`config.mk`:
```
export PLATFORM = sky130hd
export DESIGN_NAME = minimig_glue
export DESIGN_NICKNAME = d
export VERILOG_FILES = /design/src/glue_pkg.sv /design/src/audio_rate_gen.sv /design/src/config_regs.sv /design/src/irq_prio.sv /design/src/minimig_glue.sv /design/src/sys_reset_ctrl.sv /design/src/video_status.sv /design/src/wb_reg_port.sv
export SDC_FILE = /design/constraint.sdc
export NUM_CORES = 1
export LEC_CHECK = 0
export CAP_MARGIN = 20
export CORE_ASPECT_RATIO = 0.6
export CORE_MARGIN = 2
export CORE_UTILIZATION = 30
export CTS_BUF_LIST = sky130_fd_sc_hd__clkbuf_16
export DETAILED_ROUTE_END_ITERATION = 16
export DONT_BUFFER_PORTS = 1
export GPL_TIMING_DRIVEN = 0
export SLEW_MARGIN = 20
export SYNTH_ARGS = -nofsm -noshare
export SYNTH_HDL_FRONTEND = slang
export SYNTH_SLANG_ARGS = --single-unit
```
`constraint.sdc`:
```
create_clock -name clk -period 6.21 [get_ports clk]
set_clock_uncertainty 0.15 [all_clocks]
set_input_delay 0 -clock clk [delete_from_list [all_inputs] [get_ports clk]]
set_output_delay 0 -clock clk [all_outputs]
set_load 0.05 [all_outputs]
```
`src/glue_pkg.sv`:
```
// system glue shared definitions
// register map, configuration word types and reset sequencer states
`default_nettype none

package glue_pkg;

	// ------------------------------------------------------------------------
	// host register port
	// ------------------------------------------------------------------------
	typedef logic [3:0]  wb_adr_t;   // register word address
	typedef logic [15:0] wb_data_t;  // register data word

	// ------------------------------------------------------------------------
	// configuration words
	// ------------------------------------------------------------------------
	typedef logic [6:0] mem_cfg_t;      // [1:0] chip, [3:2] slow, [5:4] fast, [6] monitor
	typedef logic [4:0] chipset_cfg_t;  // [1] ntsc, [2] a1000, [3] ecs, [4] aga
	typedef logic [3:0] cpu_cfg_t;      // [2] fast chip, [3] fast kick
	typedef logic [3:0] floppy_cfg_t;   // drive count and speed
	typedef logic [2:0] ide_cfg_t;      // one channel: enable, master, slave

	typedef logic [2:0] ipl_t;  // m68k interrupt level code

	// register word indices
	localparam wb_adr_t REG_MEMORY  = 4'd0;
	localparam wb_adr_t REG_CHIPSET = 4'd1;
	localparam wb_adr_t REG_CPU     = 4'd2;
	localparam wb_adr_t REG_FLOPPY  = 4'd3;
	localparam wb_adr_t REG_IDE     = 4'd4;  // ch0 in [2:0], ch1 in [5:3]
	localparam wb_adr_t REG_MISC    = 4'd5;  // [0] user reset, [1] led dim enable (low)
	localparam wb_adr_t REG_RTC0    = 4'd8;  // words 8..11 map rtc bits 16k+15..16k

	// system reset sequencer
	typedef enum logic [1:0] {
		RST_HOLD,   // a reset source is active
		RST_COUNT,  // released, waiting for frames
		RST_RUN     // system running
	} rst_state_t;

endpackage

`default_nettype wire

```
`src/audio_rate_gen.sv`:
```
// sample rate enable generator
// fractional accumulator, average rate SAMPLE_HZ out of CLK_HZ
`timescale 1ns/1ns
`default_nettype none

module audio_rate_gen #(
	parameter int unsigned CLK_HZ    = 28_000_000,
	parameter int unsigned SAMPLE_HZ = 44_100
) (
	input  wire  clk,
	input  wire  reset,
	output logic cen_44100_o
);

	logic [31:0] acc;
	logic [31:0] acc_next;

	assign acc_next = acc + 32'(SAMPLE_HZ);

	// remainder carried over, so no drift over time
	always_ff @(posedge clk) begin
		if (reset) begin
			acc         <= '0;
			cen_44100_o <= 1'b0;
		end else if (acc_next >= 32'(CLK_HZ)) begin
			acc         <= acc_next - 32'(CLK_HZ);  // wrap
			cen_44100_o <= 1'b1;
		end else begin
			acc         <= acc_next;
			cen_44100_o <= 1'b0;
		end
	end

endmodule

`default_nettype wire

```
`src/config_regs.sv`:
```
// configuration register bank
// memory, chipset, cpu, floppy, ide and misc words plus derived turbo flags
`timescale 1ns/1ns
`default_nettype none

module config_regs
	import glue_pkg::*;
(
	input  wire          clk,
	input  wire          reset,
	input  wire          cfg_wr_i,
	input  wire  [2:0]   cfg_idx_i,
	input  wb_data_t     cfg_wdat_i,
	input  wire          ovl_i,            // kickstart overlay active
	output wb_data_t     cfg_rdat_o,
	output mem_cfg_t     memory_config_o,
	output chipset_cfg_t chipset_config_o,
	output cpu_cfg_t     cpu_config_o,
	output floppy_cfg_t  floppy_config_o,
	output ide_cfg_t     ide_config0_o,
	output ide_cfg_t     ide_config1_o,
	output logic         usr_rst_o,
	output logic         led_dim_n_o,
	output logic         turbochipram_o,
	output logic         turbokick_o,
	output logic         aga_o,
	output logic [1:0]   slow_config_o
);

	wb_adr_t idx;  // index widened to the register map
	assign idx = {1'b0, cfg_idx_i};

	//--------------------------------------------------------------------------
	// register writes
	//--------------------------------------------------------------------------
	always_ff @(posedge clk) begin
		if (reset) begin
			memory_config_o  <= '0;
			chipset_config_o <= '0;
			cpu_config_o     <= '0;
			floppy_config_o  <= '0;
			ide_config0_o    <= '0;
			ide_config1_o    <= '0;
			led_dim_n_o      <= 1'b0;
			usr_rst_o        <= 1'b0;
		end else begin
			usr_rst_o <= 1'b0;  // single cycle pulse
			if (cfg_wr_i) begin
				case (idx)
					REG_MEMORY:  memory_config_o  <= cfg_wdat_i[6:0];
					REG_CHIPSET: chipset_config_o <= cfg_wdat_i[4:0];
					REG_CPU:     cpu_config_o     <= cfg_wdat_i[3:0];
					REG_FLOPPY:  floppy_config_o  <= cfg_wdat_i[3:0];
					REG_IDE: begin
						ide_config0_o <= cfg_wdat_i[2:0];
						ide_config1_o <= cfg_wdat_i[5:3];
					end
					REG_MISC: begin
						usr_rst_o   <= cfg_wdat_i[0];  // self clearing
						led_dim_n_o <= cfg_wdat_i[1];
					end
					default: ;  // 6 and 7 are holes
				endcase
			end
		end
	end

	//--------------------------------------------------------------------------
	// readback
	//--------------------------------------------------------------------------
	always_comb begin
		case (idx)
			REG_MEMORY:  cfg_rdat_o = {9'd0, memory_config_o};
			REG_CHIPSET: cfg_rdat_o = {11'd0, chipset_config_o};
			REG_CPU:     cfg_rdat_o = {12'd0, cpu_config_o};
			REG_FLOPPY:  cfg_rdat_o = {12'd0, floppy_config_o};
			REG_IDE:     cfg_rdat_o = {10'd0, ide_config1_o, ide_config0_o};
			REG_MISC:    cfg_rdat_o = {14'd0, led_dim_n_o, 1'b0};  // reset bit reads 0
			default:     cfg_rdat_o = '0;
		endcase
	end

	//--------------------------------------------------------------------------
	// derived flags
	//--------------------------------------------------------------------------
	// turbo chip needs fast chip and a full 2MB chip ram, never under overlay
	assign turbochipram_o = ~ovl_i & cpu_config_o[2] & (&memory_config_o[1:0]);
	assign turbokick_o    = ~ovl_i & cpu_config_o[3];  // fast kick
	assign aga_o          = chipset_config_o[4];
	assign slow_config_o  = memory_config_o[3:2];

endmodule

`default_nettype wire

```
`src/irq_prio.sv`:
```
// cpu interrupt level encoder
// highest pending level wins, nmi forces level 7, registered active low
`timescale 1ns/1ns
`default_nettype none

module irq_prio
	import glue_pkg::*;
(
	input  wire        clk,
	input  wire        reset,
	input  wire  [5:0] irq_req_i,  // bit k-1 requests level k
	input  wire        nmi_i,      // level 7, from the cartridge
	output ipl_t       ipl_n_o
);

	ipl_t level;  // highest active level, 0 when idle

	always_comb begin
		level = '0;
		// ascending scan, the last hit is the highest level
		for (int k = 0; k < 6; k++) begin
			if (irq_req_i[k])
				level = ipl_t'(k + 1);
		end
		if (nmi_i)
			level = 3'd7;  // overrides everything
	end

	always_ff @(posedge clk) begin
		if (reset)
			ipl_n_o <= 3'b111;  // no request
		else
			ipl_n_o <= ~level;
	end

endmodule

`default_nettype wire

```
`src/minimig_glue.sv`:
```
// system glue top level
// host registers, reset sequencing, sample timing, interrupts and video status
`timescale 1ns/1ns
`default_nettype none

module minimig_glue
	import glue_pkg::*;
#(
	parameter int unsigned CLK_HZ       = 28_000_000,
	parameter int unsigned SAMPLE_HZ    = 44_100,
	parameter int unsigned RESET_FRAMES = 3,
	parameter bit          NTSC_DEFAULT = 1'b0
) (
	input  wire          clk,
	input  wire          reset,
	// host port
	input  wire          wb_cyc_i,
	input  wire          wb_stb_i,
	input  wire          wb_we_i,
	input  wb_adr_t      wb_adr_i,
	input  wb_data_t     wb_dat_i,
	output logic         wb_ack_o,
	output wb_data_t     wb_dat_o,
	input  wire  [63:0]  rtc_i,
	// configuration
	input  wire          ovl_i,
	output mem_cfg_t     memory_config_o,
	output chipset_cfg_t chipset_config_o,
	output cpu_cfg_t     cpu_config_o,
	output floppy_cfg_t  floppy_config_o,
	output ide_cfg_t     ide_config0_o,
	output ide_cfg_t     ide_config1_o,
	output logic         turbochipram_o,
	output logic         turbokick_o,
	output logic         aga_o,
	output logic [1:0]   slow_config_o,
	// reset
	input  wire          ext_rst_i,
	input  wire          kbd_rst_i,
	input  wire          kbd_reset_n_i,
	input  wire          cpu_reset_in_n_i,
	input  wire          sof_i,
	output logic         rst_o,
	output logic         cpu_reset_n_o,
	// audio timing
	output logic         cen_44100_o,
	// interrupts
	input  wire  [5:0]   irq_req_i,
	input  wire          nmi_i,
	output ipl_t         ipl_n_o,
	// video status
	input  wire          vsync_n_i,
	input  wire          hblank_i,
	input  wire          led_n_i,
	output logic         init_b_o,
	output logic         ntsc_o,
	output logic         pwr_led_o
);

	logic       cfg_wr;
	logic [2:0] cfg_idx;
	wb_data_t   cfg_wdat;
	wb_data_t   cfg_rdat;
	logic       usr_rst;    // register requested reset
	logic       led_dim_n;

	//--------------------------------------------------------------------------
	// configuration
	//--------------------------------------------------------------------------
	wb_reg_port wb_reg_port_i (
		.clk        (clk),
		.reset      (reset),
		.wb_cyc_i   (wb_cyc_i),
		.wb_stb_i   (wb_stb_i),
		.wb_we_i    (wb_we_i),
		.wb_adr_i   (wb_adr_i),
		.wb_dat_i   (wb_dat_i),
		.wb_ack_o   (wb_ack_o),
		.wb_dat_o   (wb_dat_o),
		.rtc_i      (rtc_i),
		.cfg_wr_o   (cfg_wr),
		.cfg_idx_o  (cfg_idx),
		.cfg_wdat_o (cfg_wdat),
		.cfg_rdat_i (cfg_rdat)
	);

	config_regs config_regs_i (
		.clk              (clk),
		.reset            (reset),
		.cfg_wr_i         (cfg_wr),
		.cfg_idx_i        (cfg_idx),
		.cfg_wdat_i       (cfg_wdat),
		.ovl_i            (ovl_i),
		.cfg_rdat_o       (cfg_rdat),
		.memory_config_o  (memory_config_o),
		.chipset_config_o (chipset_config_o),
		.cpu_config_o     (cpu_config_o),
		.floppy_config_o  (floppy_config_o),
		.ide_config0_o    (ide_config0_o),
		.ide_config1_o    (ide_config1_o),
		.usr_rst_o        (usr_rst),
		.led_dim_n_o      (led_dim_n),
		.turbochipram_o   (turbochipram_o),
		.turbokick_o      (turbokick_o),
		.aga_o            (aga_o),
		.slow_config_o    (slow_config_o)
	);

	//--------------------------------------------------------------------------
	// reset, timing, interrupts, video
	//--------------------------------------------------------------------------
	sys_reset_ctrl #(
		.RESET_FRAMES (RESET_FRAMES)
	) sys_reset_ctrl_i (
		.clk              (clk),
		.reset            (reset),
		.ext_rst_i        (ext_rst_i),
		.kbd_rst_i        (kbd_rst_i),
		.usr_rst_i        (usr_rst),
		.kbd_reset_n_i    (kbd_reset_n_i),
		.cpu_reset_in_n_i (cpu_reset_in_n_i),
		.sof_i            (sof_i),
		.sys_rst_o        (rst_o),
		.cpu_reset_n_o    (cpu_reset_n_o)
	);

	audio_rate_gen #(
		.CLK_HZ    (CLK_HZ),
		.SAMPLE_HZ (SAMPLE_HZ)
	) audio_rate_gen_i (
		.clk         (clk),
		.reset       (reset),
		.cen_44100_o (cen_44100_o)
	);

	irq_prio irq_prio_i (
		.clk       (clk),
		.reset     (reset),
		.irq_req_i (irq_req_i),
		.nmi_i     (nmi_i),
		.ipl_n_o   (ipl_n_o)
	);

	video_status #(
		.NTSC_DEFAULT (NTSC_DEFAULT)
	) video_status_i (
		.clk         (clk),
		.reset       (reset),
		.sys_rst_i   (rst_o),                // global reset latches the mode
		.vsync_n_i   (vsync_n_i),
		.hblank_i    (hblank_i),
		.led_n_i     (led_n_i),
		.led_dim_n_i (led_dim_n),
		.ntsc_cfg_i  (chipset_config_o[1]),  // ntsc bit
		.init_b_o    (init_b_o),
		.ntsc_o      (ntsc_o),
		.pwr_led_o   (pwr_led_o)
	);

endmodule

`default_nettype wire

```
`src/sys_reset_ctrl.sv`:
```
// system reset sequencer
// holds the machine in reset while any source is active, then for some frames
`timescale 1ns/1ns
`default_nettype none

module sys_reset_ctrl
	import glue_pkg::*;
#(
	parameter int unsigned RESET_FRAMES = 3
) (
	input  wire  clk,
	input  wire  reset,
	input  wire  ext_rst_i,         // from the control block
	input  wire  kbd_rst_i,         // keyboard reset combo
	input  wire  usr_rst_i,         // register write
	input  wire  kbd_reset_n_i,     // keyboard reset line, active low
	input  wire  cpu_reset_in_n_i,  // cpu core still in reset when low
	input  wire  sof_i,             // start of frame
	output logic sys_rst_o,
	output logic cpu_reset_n_o
);

	localparam int CNT_W = $clog2(RESET_FRAMES + 1);

	rst_state_t       state;
	logic [CNT_W-1:0] frames;   // sof pulses seen since release
	logic             rst_req;  // any source asking for reset

	assign rst_req = ext_rst_i | kbd_rst_i | usr_rst_i | ~kbd_reset_n_i;

	//--------------------------------------------------------------------------
	// sequencer
	//--------------------------------------------------------------------------
	always_ff @(posedge clk) begin
		if (reset) begin
			state  <= RST_HOLD;
			frames <= '0;
		end else if (rst_req) begin
			state  <= RST_HOLD;  // restart from any state
			frames <= '0;
		end else begin
			case (state)
				RST_HOLD: state <= RST_COUNT;
				RST_COUNT: begin
					if (sof_i) begin
						frames <= frames + 1'b1;
						if (frames == CNT_W'(RESET_FRAMES - 1))
							state <= RST_RUN;  // last frame seen
					end
				end
				default: state <= RST_RUN;
			endcase
		end
	end

	assign cpu_reset_n_o = (state == RST_RUN);
	// cpu core may stretch the global reset, never shorten it
	assign sys_rst_o = (state != RST_RUN) | ~cpu_reset_in_n_i;

endmodule

`default_nettype wire

```
`src/video_status.sv`:
```
// video status glue
// mcu vsync toggle, pal/ntsc latch during reset, dimmable power led
`timescale 1ns/1ns
`default_nettype none

module video_status #(
	parameter bit NTSC_DEFAULT = 1'b0
) (
	input  wire  clk,
	input  wire  reset,
	input  wire  sys_rst_i,    // global reset
	input  wire  vsync_n_i,
	input  wire  hblank_i,
	input  wire  led_n_i,      // power led request, active low
	input  wire  led_dim_n_i,  // dim at off state when low
	input  wire  ntsc_cfg_i,   // chipset config ntsc bit
	output logic init_b_o,
	output logic ntsc_o,
	output logic pwr_led_o
);

	logic vsync_s;    // sampled vsync
	logic vsync_del;  // previous sample

	//--------------------------------------------------------------------------
	// vsync toggle for the mcu
	//--------------------------------------------------------------------------
	always_ff @(posedge clk) begin
		if (reset) begin
			vsync_s   <= 1'b1;  // sync idles high
			vsync_del <= 1'b1;
			init_b_o  <= 1'b0;
		end else begin
			vsync_s   <= vsync_n_i;
			vsync_del <= vsync_s;
			if (~vsync_s & vsync_del)
				init_b_o <= ~init_b_o;  // once per frame
		end
	end

	// video mode only changes under reset
	always_ff @(posedge clk) begin
		if (reset)
			ntsc_o <= NTSC_DEFAULT;
		else if (sys_rst_i)
			ntsc_o <= ntsc_cfg_i;
	end

	//--------------------------------------------------------------------------
	// power led
	//--------------------------------------------------------------------------
	// dimmed off state lights the led during hblank only
	assign pwr_led_o = led_dim_n_i ? ~led_n_i : ~(led_n_i & ~hblank_i);

endmodule

`default_nettype wire

```
`src/wb_reg_port.sv`:
```
// wishbone classic slave for the glue registers
// single cycle ack, address split into config words, rtc window and holes
`timescale 1ns/1ns
`default_nettype none

module wb_reg_port
	import glue_pkg::*;
(
	input  wire         clk,
	input  wire         reset,
	// wishbone slave
	input  wire         wb_cyc_i,
	input  wire         wb_stb_i,
	input  wire         wb_we_i,
	input  wb_adr_t     wb_adr_i,
	input  wb_data_t    wb_dat_i,
	output logic        wb_ack_o,
	output wb_data_t    wb_dat_o,
	// real time clock, read only
	input  wire  [63:0] rtc_i,
	// configuration register bank
	output logic        cfg_wr_o,
	output logic [2:0]  cfg_idx_o,
	output wb_data_t    cfg_wdat_o,
	input  wb_data_t    cfg_rdat_i
);

	logic       req;       // new request, not yet acked
	logic       in_cfg;    // address hits a config word
	logic       in_rtc;    // address hits the rtc window
	logic [1:0] rtc_word;  // 16 bit slice select
	wb_data_t   rd_mux;

	//--------------------------------------------------------------------------
	// address decode
	//--------------------------------------------------------------------------
	assign req      = wb_cyc_i & wb_stb_i & ~wb_ack_o;
	assign in_cfg   = (wb_adr_i <= REG_MISC);
	assign in_rtc   = (wb_adr_i[3:2] == REG_RTC0[3:2]);  // words 8..11
	assign rtc_word = wb_adr_i[1:0];

	// config bank sees the request directly, writes land on the ack edge
	assign cfg_idx_o  = wb_adr_i[2:0];
	assign cfg_wdat_o = wb_dat_i;
	assign cfg_wr_o   = req & wb_we_i & in_cfg;  // rtc and holes drop writes

	always_comb begin
		if (in_cfg)
			rd_mux = cfg_rdat_i;
		else if (in_rtc)
			rd_mux = rtc_i[{rtc_word, 4'b0000} +: 16];
		else
			rd_mux = '0;  // unmapped reads as zero
	end

	//--------------------------------------------------------------------------
	// handshake
	//--------------------------------------------------------------------------
	// no wait states, ack one cycle after the strobe is seen
	always_ff @(posedge clk) begin
		if (reset)
			wb_ack_o <= 1'b0;
		else
			wb_ack_o <= req;
	end

	// read data captured with ack
	always_ff @(posedge clk) begin
		if (req)
			wb_dat_o <= rd_mux;
	end

endmodule

`default_nettype wire
```
==> results.md <==
- GRT overflow: 0
- Final period util: 64.7%
- Final setup violation count: 0
- Synthesized area: 5490 um^2
- CTS hold repair buffers: 47
- Sequential Power Share: 34.9%
- RSZ-0062 raised after global routing: false
- Root buffer cell: clkbuf_16
- Slew @ Worst Pin: approximately 1.0 ns
- R2R Path Start: audio_rate_gen_i.acc[2]$_SDFF_PP0_
- CP required: 6.30 ns
- Crit path cell chain: ha_1 -> a31o_2 -> a21boi_0 -> a2111oi_0 -> o311ai_0 -> a2111o_1 -> o211a_1 -> buf_6 -> a21oi_1 -> mux2_2
- H-tree levels: 3
- Vias per inst: 5.51
- Synth top cells by count: nor2_1 (77), dfxtp_1 (71), nand2_1 (54)
- Async set or reset register ratio after synthesis: 0%
- Fin Setup TNS: 0 ns
- Static Leakage: roughly 2.4 nW
- Buf/Inv on CP: 1
- Min Tclk post-route: 4.02 ns
- Proportion of layout cells with a drive suffix above 1: a little over a tenth
- Initial antenna violation count: 0
- Via count: 5115
- Peak supply drop: around 0.15 mV
- Post-Place Setup Slack: 2.25 ns
- CTS buffer count: 9
- Seq cells post-synth: 87
- Slowest stage delay, CP: ~0.53 ns
- Status: complete, no violations
- Logic gate share of total power: between 40 and 50%
- Final WS setup: 2.19 ns
- Number of synthesized flops with an enable pin: 16
- IO Port Bufs: 0
- Clk Latency, worst-skew pair: 0.35 ns
- Origin of the worst setup path: audio_rate_gen_i.acc[2]$_SDFF_PP0_
- Most common cell in the netlist: nor2_1
- Core ar.: 18000 um^2
- Multi-input gate area: 3340 um^2
- Worst Path Arrival: 4.11 ns
- Antenna cells: 0
- Routed Antenna Nets: 0
- Critical Path End Type: register
- RD Place Congestion: about 0.91
- Largest cells by area after synthesis: dfxtp_1 (26%), edfxtp_1 (8.8%), mux2i_1 (8.2%)
- Die Area: 19400 um^2
- Net Switching: 912 uW
- Die X-Extent: 179 um
- Clk sinks: 87
- Drt initial violations: 392
- Initial core utilization: 30.5%
- Final number of max-transition violations: 0
- # rows: 38
- MaxCap Viol Count: 0
- # resized after CTS: 0
- Total wire length: approximately 18000 um
- Worst hold slack: 0.0120 ns
- Placed Instance Area: a little under 6000 um^2
- DIE HEIGHT: 109 um
- Vias in the first global route: 4676
- I/O pin count: 162
- Yosys warning count: 0
- Hold Startpoint: rtc_i[0]
- Worst Setup Start Kind: register
- Final HPWL from detailed placement: about 14000 um
- Pwr Density: about 340 nW/um^2
- Clock Tree Buf Depth: 2
- Cell family with most CP delay: compound AO/OA/AOI/OAI gates
- Flip-flop and latch area: 1900 um^2
- Final #Nets: roughly 790
- Final hold violation count: 0
- Final instance area: 6540 um^2
- Switching share of power: 41.2%
- Synth top area share: between 20% and 30%
- Mean post-synth cell area: 8.80 um^2
- Predominant post-synthesis flop cell: dfxtp_1
- Largest net degree at the start of global routing: 15
- Total track usage: about 19%
- DRC violations left: 0
- # fillers: between 1500 and 2000
- Fmax: 249 MHz
- First-pass GRT wire length: 27700 um
- Clock share of power: 22.3%
- Biggest area consumer among synthesized cells: dfxtp_1
- Synthesis-to-finish area growth: 19.2%
- Post-synthesis sequential area ratio: 34.6%
- Hold Crit Class: in2reg
- Clock slew at reported path FFs: 0.06 ns
- WS Path Type: reg2reg
- Mapped Nets: 732
- Max-slew headroom: 30.1%
- 1st-pass router iterations: 5
- Crit path max fanout: 10
- CTS tree: yes
- Pint: 1.30 mW
- Synth cell types: 71
- # Post-CTS Setup Buffers: 0
- Critical path's slowest cell: dfxtp_1
- Post-Synthesis Cells: 624
- Per-cell routed wire length: about 20 um
-- worst reg2reg max path: cells and delay by family (launching register included) --
kind	cells	cell delay, ns
AO/OA/AOI/OAI	7	2.33
adder cells (fa/ha/maj)	1	0.35
buffers and inverters	1	0.18
flip-flops	1	0.53
multiplexers	1	0.37
-- cells by family after synthesis --
family	after synthesis	share of synthesized area (%)
XOR/XNOR	24	3.83
AND/OR/NAND/NOR	239	21.2
multiplexers	65	15.6
buffers and inverters	58	4.72
flip-flops	87	34.6
AO/OA/AOI/OAI	148	19.3
adder cells (fa/ha/maj)	3	0.684
-- power groups by stage --
| stage | logic (mW) | registers, mW | clock network (mW) |
|---|---|---|---|
| after floorplan | 0.699 | 0.754 | 0 |
| after global placement | 0.881 | 0.780 | 0 |
| after detailed placement | 0.887 | 0.781 | 0 |
| after CTS | 0.926 | 0.770 | 0.507 |
| after global routing | 1.04 | 0.783 | 0.529 |
| final | 0.946 | 0.773 | 0.493 |
-- cell usage in the layout (no fill, tap or decap), types with 6 or more instances in the layout --
cell type      instances
nor2_1                76
dfxtp_1               71
nand2_1               54
dlygate4sd3_1         47
mux2i_1               45
a21oi_1               33
o21ai_0               30
clkbuf_1              23
nand3_1               20
nor2b_1               17
mux4_2                16
edfxtp_1              16
xnor2_1               15
inv_1                 14
nor3_1                12
or2_2                 11
o211ai_1              11
nand2b_1              11
buf_2                 11
a211oi_1               9
xor2_1                 9
clkbuf_16              9
a31oi_1                6
nand4_1                6
-- stage by stage --
step	power (mW)	utilization [%]	instances
after floorplan	1.45	-	624
after global placement	1.66	32.2	864
after detailed placement	1.67	32.3	865
after CTS	2.20	36.4	928
after global routing	2.35	36.4	929
final	2.21	36.4	929
-- flip-flops by register name, indices dropped and copies added, names as in the netlist --
name                            count
video_status_i.vsync_del            1
config_regs_i.usr_rst_o             1
audio_rate_gen_i.acc               30
wb_reg_port_i.wb_dat_o             16
wb_reg_port_i.wb_ack_o              1
video_status_i.init_b_o             1
config_regs_i.ide_config0_o         3
video_status_i.ntsc_o               1
video_status_i.vsync_s              1
config_regs_i.cpu_config_o          4
irq_prio_i.ipl_n_o                  3
sys_reset_ctrl_i.frames             2
config_regs_i.chipset_config_o      5
sys_reset_ctrl_i.state              2
config_regs_i.floppy_config_o       4
config_regs_i.ide_config1_o         3
config_regs_i.led_dim_n_o           1
audio_rate_gen_i.cen_44100_o        1
config_regs_i.memory_config_o       7
-- path summary, 6_finish.rpt --
path / endpoint / slack (ns) / cells past startpoint
max: audio_rate_gen_i.acc[22]$_SDFF_PP0_ / 2.19 / 10
min: wb_reg_port_i.wb_dat_o[0]$_DFFE_PP_ / 0.01 / 3
max reg2reg: audio_rate_gen_i.acc[22]$_SDFF_PP0_ / 2.19 / 10
min reg2reg: video_status_i.vsync_del$_SDFF_PP1_ / 0.29 / 1
-- area by class of cell --
class	count	share of cell area (%)
multi-input cells	479	51.0
flip-flops and latches	87	29.1
repair buffers	49	7.44
well taps	240	4.59
clock buffers	9	3.44
plain buffers	46	3.27
inverters	12	0.688
clock inverters	7	0.516
-- per-layer routing --
layer / vias to the layer above / GRT usage, % / wire (um)
li1: 2418 / - / -
met1: 2429 / 28.6 / 8980
met2: 249 / 25.3 / 6920
met3: 19 / 7.39 / 2120
met4: 0 / 4.94 / 281
met5: - / 0 / 0
Note: power is estimated with default switching activity, not from simulation.
